--- src/mcast_xbar_pkg.sv ---
// Fixed sizes for 2 initiators and 4 targets in 4 KiB windows, queue depth must be a power of two
`default_nettype none

package mcast_xbar_pkg;

  // Port counts
  localparam int NUM_INIT = 2;
  localparam int NUM_TGT  = 4;

  // Bus widths
  localparam int ADDR_W = 32;
  localparam int DATA_W = 32;

  // Address map, target j owns the window starting at j * 0x1000
  localparam int TGT_SEL_LSB = 12;
  localparam int TGT_SEL_W   = 2;

  // Per-target queue sizing
  localparam int QUEUE_DEPTH = 4;
  localparam int QUEUE_PTR_W = $clog2(QUEUE_DEPTH);
  localparam int QUEUE_CNT_W = $clog2(QUEUE_DEPTH + 1);

  typedef logic [ADDR_W-1:0]           addr_t;
  typedef logic [DATA_W-1:0]           data_t;
  // One bit per target port
  typedef logic [NUM_TGT-1:0]          tgt_mask_t;
  typedef logic [$clog2(NUM_INIT)-1:0] init_idx_t;

endpackage

`default_nettype wire

--- src/xbar_ifs.sv ---
// Internal valid/ready channels, payload must stay stable while valid is high and ready is low
`timescale 1ns/1ns
`default_nettype none


// Oldest queued write, tagged with its source initiator
interface xbar_entry_if;
  logic                      valid;
  logic                      ready;
  mcast_xbar_pkg::addr_t     addr;
  mcast_xbar_pkg::data_t     data;
  mcast_xbar_pkg::init_idx_t src;

  modport queue (
    output valid,
    output addr,
    output data,
    output src,
    input  ready
  );

  modport port (
    input  valid,
    input  addr,
    input  data,
    input  src,
    output ready
  );
endinterface

`default_nettype wire
--- src/target_port.sv ---
// Single output register, outputs hold while tgt_ready_i is low, done pulses in the handshake cycle
`timescale 1ns/1ns
`default_nettype none

module target_port (
  input  logic                                clk_i,
  input  logic                                rst_n_i,
  xbar_entry_if.port                          entry,
  output logic                                tgt_valid_o,
  input  logic                                tgt_ready_i,
  output mcast_xbar_pkg::addr_t               tgt_addr_o,
  output mcast_xbar_pkg::data_t               tgt_data_o,
  output mcast_xbar_pkg::init_idx_t           tgt_src_o,
  output logic [mcast_xbar_pkg::NUM_INIT-1:0] done_o
);

  logic tgt_hs;
  logic load;

  assign tgt_hs = tgt_valid_o && tgt_ready_i;
  // Refill when empty or when the held entry leaves this cycle
  assign load        = !tgt_valid_o || tgt_hs;
  assign entry.ready = load;

  always_ff @(posedge clk_i) begin
    if (!rst_n_i) begin
      tgt_valid_o <= 1'b0;
    end else if (load) begin
      tgt_valid_o <= entry.valid;
    end
  end

  always_ff @(posedge clk_i) begin
    if (load && entry.valid) begin
      tgt_addr_o <= entry.addr;
      tgt_data_o <= entry.data;
      tgt_src_o  <= entry.src;
    end
  end

  for (genvar i = 0; i < mcast_xbar_pkg::NUM_INIT; i++) begin : gen_done
    assign done_o[i] = tgt_hs && (tgt_src_o == mcast_xbar_pkg::init_idx_t'(i));
  end

endmodule

`default_nettype wire

--- src/flat_wrapper.sv ---
// flat-port wrapper written by rule: the top's interface ports become plain ports
module target_port_flat 
  (clk_i, rst_n_i, tgt_valid_o, tgt_ready_i, tgt_addr_o, tgt_data_o, tgt_src_o, done_o, entry_valid, entry_addr, entry_data, entry_src, entry_ready);
  xbar_entry_if entry_i ();
  input  logic clk_i;
  input  logic rst_n_i;
  output logic tgt_valid_o;
  input  logic tgt_ready_i;
  output mcast_xbar_pkg::addr_t tgt_addr_o;
  output mcast_xbar_pkg::data_t tgt_data_o;
  output mcast_xbar_pkg::init_idx_t tgt_src_o;
  output logic [mcast_xbar_pkg::NUM_INIT-1:0] done_o;
  input wire logic [$bits(entry_i.valid)-1:0] entry_valid;
  input wire logic [$bits(entry_i.addr)-1:0] entry_addr;
  input wire logic [$bits(entry_i.data)-1:0] entry_data;
  input wire logic [$bits(entry_i.src)-1:0] entry_src;
  output wire logic [$bits(entry_i.ready)-1:0] entry_ready;
  assign entry_i.valid = entry_valid;
  assign entry_i.addr = entry_addr;
  assign entry_i.data = entry_data;
  assign entry_i.src = entry_src;
  assign entry_ready = entry_i.ready;
  target_port u_core (.clk_i(clk_i), .rst_n_i(rst_n_i), .entry(entry_i), .tgt_valid_o(tgt_valid_o), .tgt_ready_i(tgt_ready_i), .tgt_addr_o(tgt_addr_o), .tgt_data_o(tgt_data_o), .tgt_src_o(tgt_src_o), .done_o(done_o));
endmodule
--- config.mk ---
export PLATFORM = sky130hd
export DESIGN_NAME = target_port_flat
export DESIGN_NICKNAME = d
export VERILOG_FILES = /design/src/mcast_xbar_pkg.sv /design/src/xbar_ifs.sv /design/src/target_port.sv /design/src/flat_wrapper.sv
export SDC_FILE = /design/constraint.sdc
export NUM_CORES = 1
export LEC_CHECK = 0
export ABC_AREA = 1
export BUFFER_PORTS_ARGS = -buffer_cell sky130_fd_sc_hd__clkbuf_2
export CORE_ASPECT_RATIO = 1.2
export CORE_MARGIN = 2
export CORE_UTILIZATION = 43
export CTS_CLUSTER_DIAMETER = 60
export DETAILED_ROUTE_END_ITERATION = 10
export PLACE_DENSITY_LB_ADDON = 0.08
export REMOVE_ABC_BUFFERS = 1
export SLEW_MARGIN = 0
export SYNTH_ARGS = -nofsm -noshare
export SYNTH_HDL_FRONTEND = slang
export SYNTH_SLANG_ARGS = --single-unit
--- constraint.sdc ---
create_clock -name clk_i -period 9.1 [get_ports clk_i]
set_input_delay 1.365 -clock clk_i [delete_from_list [all_inputs] [get_ports clk_i]]
set_output_delay 1.365 -clock clk_i [all_outputs]
set_load 0.01 [all_outputs]
* After elaboration in Yosys (flattened, before gate mapping)
Cells that the tools add are included.
Word-level totals: input bits 69, word-level logic and storage cells 11, output and inout bits 69, register bits after elaboration 66
Cells by class: bitwise logic cells 1, reductions and logical operators 6
Operators by type and width (count):
- $logic_and 1x1->1 | 4
- $logic_not 1->1 | 1
- $logic_or 1x1->1 | 1
- $not 1->1 | 1

* Depth between registers and ports, before layout
word-level depth 3, depth in mapped cells 3, gate-level depth less buffers 3

* Worst setup path before layout
No wires, ideal clock.
path type input-to-reg, start input entry_valid, end register u_core.tgt_addr_o[0], enable pin, required time 8591 ps, library setup time 509 ps, stages on the path 2, buffers on the path 0, setup slack 4014 ps, data arrival time 4576 ps, cells stage by stage inv_1 a21oi_1
Between the ends: word-level cells in the longest chain between the ends 1
Ends and longest elaborated chain:
- start: declaration | RTL line flat_wrapper.sv:13 | input wire logic [$bits(entry_i.valid)-1:0] entry_valid;
- $logic_and 1x1->1 | RTL line target_port.sv:34 | if (load && entry.valid) begin
- end signal: assignment | RTL line target_port.sv:35 | tgt_addr_o <= entry.addr;
- end: declaration | RTL line target_port.sv:11 | output mcast_xbar_pkg::addr_t tgt_addr_o,
No other way between the ends. A chain may end at the register's enable or synchronous reset.

* Worst setup path in the final report
start input tgt_ready_i, end output entry_ready
Between the ends: word-level cells in the longest chain between the ends 2
Ends and longest elaborated chain:
- start: declaration | RTL line flat_wrapper.sv:8 | input logic tgt_ready_i;
- $logic_and 1x1->1 | RTL line target_port.sv:20 | assign tgt_hs = tgt_valid_o && tgt_ready_i;
- $logic_or 1x1->1 | RTL line target_port.sv:22 | assign load = !tgt_valid_o || tgt_hs;
- end: declaration | RTL line flat_wrapper.sv:17 | output wire logic [$bits(entry_i.ready)-1:0] entry_ready;
No other way between the ends.

==> impl_results.md <==
* Hold Startpoint: u_core.tgt_valid_o
* Least-Margin Pin Slew at around 0.96 ns
* Power density relative to cell area at ~200 nW/um^2
* Weighted congestion reported at the end of routability-driven placement at 0.687
* Row Count at 27
* Post-CTS Repair Setup Buffers at 0
* Routed wire per std cell at 13.3 um
* Clock latency of the later-clocked register in the worst-skew pair at slightly above 0.3 ns
* Total Routing Usage GR at between 10% and 20%
* Path type of the worst setup path: input pin to output port
* Floorplan die area at roughly 5300 um^2
* Layout area overhead at 45.9%
* Cell types with the largest area share after synthesis: edfxtp_1 97%, dfxtp_1 0.99%, inv_1 0.74%, a21oi_2 0.43%, nor2_1 0.37%
* Number of antenna violations at the first check in global routing at 0
* Largest buffer count on any clock path at 2
* TritonCTS Sinks at 66
* Cell area after layout at 2950 um^2
* R2R Path Start: u_core.tgt_valid_o
* Critical path data required time at 7.74 ns
* Worst setup slack for register-to-register paths at 7.09 ns
* Proportion of layout cells with a drive suffix above 1 at 66.8%
* Post-route core utilization at roughly 65%
* Number of buffers added by the clock tree synthesis step at 9
* Port Buffer Count at approximately 140
* Area share of the leading cell type in the synthesized netlist at 96.7%
* Number of levels the H-tree was split into at 3
* Maximum number of pins on one net before global-route repair at 34
* Die outline width at 66.5 um
* Placed Instances at 272
* Ys Warns at 0
* Vertical extent of the die at 79.0 um
* Reported max-cap violation count at 0
* Pre-antenna DRT Iters at 4
* Fin cells at 287
* Category of the worst setup path launch point: input pin
* Flops & latches, synth at 66
* Detailed Route WL at 3.81 mm
* Post-detailed-placement half-perimeter wirelength at 3.02 mm
* Count of endpoints failing hold in the final timing report at 0
* Number of nets in the layout at slightly below 300
* Overflow left after global routing at 0
* Netlist area before placement at 2020 um^2
* Worst Path Arrival at approximately 1.8 ns
* Area of the placeable core at 4560 um^2
* Number of setup violations in the final report at 0
* Clk_skew at 0.00517 ns
* Setup crit end kind: output port
* Count of unique library cells instantiated by Yosys at 8
* Leakage power figure at roughly 0.0013 uW
* Unrepaired setup endpoints after global routing: false
* Final critical-path required period at approximately 3.1 ns
* Vias per cell at 4.39
* Number of DRC markers in iteration 0 at 33
* Sum of negative setup slack at 0 ns
* Post-Syn Area per Cell at 26.6 um^2
* Number of resized instances in the post-cts repair step at 0
* Max rail drop VDD at 0.000153 V
* Maximum clock frequency at 0.318 GHz
* Diodes inserted at 0
* Maximum net fanout on the critical path at 2
* Register area share after synthesis at a little over nine tenths
* Io pins at 138
* Run status: finished clean
* Area after DPL at 2800 um^2
* Buffer cell driving the clock tree root: clkbuf_8
* Post-route fraction of the period consumed by the critical path at between 30 and 40%
* Final WS setup at a little under 6 ns
* Slew Limit Fails at 0
* CTS clk-pin slew, worst paths at 0.06 ns
* Initial Utilization at 44.3%
* Hold Buf Count CTS at 0
* First-pass GRT wire length at 5.26 mm
* Count of mapped cells out of synthesis at 76
* Setup slack at placement at a little under 6 ns
* DRC violation count after routing at 0
* Hold WC Path Type: flip-flop to flip-flop
* Remaining antenna violation count after routing at 0
* First element of the critical path: tgt_ready_i
* Relative slew margins at a little over a third
* Via count of the first global-routing pass at 1213
* CTS tree: built
* Dominant cell type by area after synthesis: edfxtp_1
* Vias post-DR at 1260
-- cell type report --
cell class / instances / area, um^2
flip-flops and latches: 66 / 1970
fillers: 360 / 1620
repair buffers: 138 / 693
clock buffers: 10 / 128
well taps: 58 / 72.6
multi-input cells: 6 / 42.5
clock inverters: 5 / 22.5
inverters: 4 / 15.0
-- critical path, stage by stage --
cell and delay [ns]:
clkbuf_2 0.09, inv_1 0.11, nand2_2 0.08, clkbuf_2 0.13
-- synth_stat cells --
cell      count
inv_1         4
nor2_1        2
a21oi_2       1
nand2_2       1
dfxtp_1       1
a21oi_1       1
nand2_1       1
edfxtp_1     65
-- stage by stage --
| step | total power, uW | hold WS (ns) |
|---|---|---|
| 4_1_cts | 603 | 0.567 |
| 6_report | 595 | 0.556 |
| 2_1_floorplan | 385 | 0.558 |
| 3_3_place_gp | 415 | 0.529 |
| 5_1_grt | 620 | 0.579 |
| 3_5_place_dp | 417 | 0.556 |
-- state kept, by name, summed over array words and instances, names as in the netlist --
register and count:
u_core.tgt_addr_o 32, u_core.tgt_data_o 32, u_core.tgt_src_o 1, u_core.tgt_valid_o 1
-- per-layer routing --
metal	wire length, um	vias to the layer above	track usage (%)	part of all wire, %
met4	124	0	10.4	3.3
met5	0	-	0	0
met3	465	11	6.23	12
li1	-	592	-	-
met2	1940	86	23.8	51
met1	1280	571	13.7	34
-- final timing paths --
check	to	cells past startpoint
hold / removal	u_core.tgt_valid_o	2
setup / recovery	entry_ready	4
hold reg to reg	u_core.tgt_valid_o	2
setup reg to reg	u_core.tgt_data_o[24]	2
-- cell usage in the layout (no fill, tap or decap) --
cell type    n
nor2_1       2
nand2_2      1
nand2_1      1
clkinv_1     2
dfxtp_1      1
clkbuf_2   137
clkbuf_1     1
a21oi_4      1
buf_4        1
clkinv_2     3
a21oi_2      1
clkbuf_8     9
inv_1        4
edfxtp_1    65
-- cell families (layout without fill, tap and decap cells) --
family	count (synthesis)	count (layout)	synth area share, %
flip-flops	66	66	97.7
buffers and inverters	4	157	0.744
AND/OR/NAND/NOR	4	4	0.868
AO/OA/AOI/OAI	2	2	0.682
-- report_power, final --
group | internal, uW | switching (uW)
Sequential | 356 | 4.93
Clock | 93.9 | 91.2
Combinational | 22.1 | 26.9
Total | 471 | 123
Note: power is estimated with default switching activity, not from simulation.
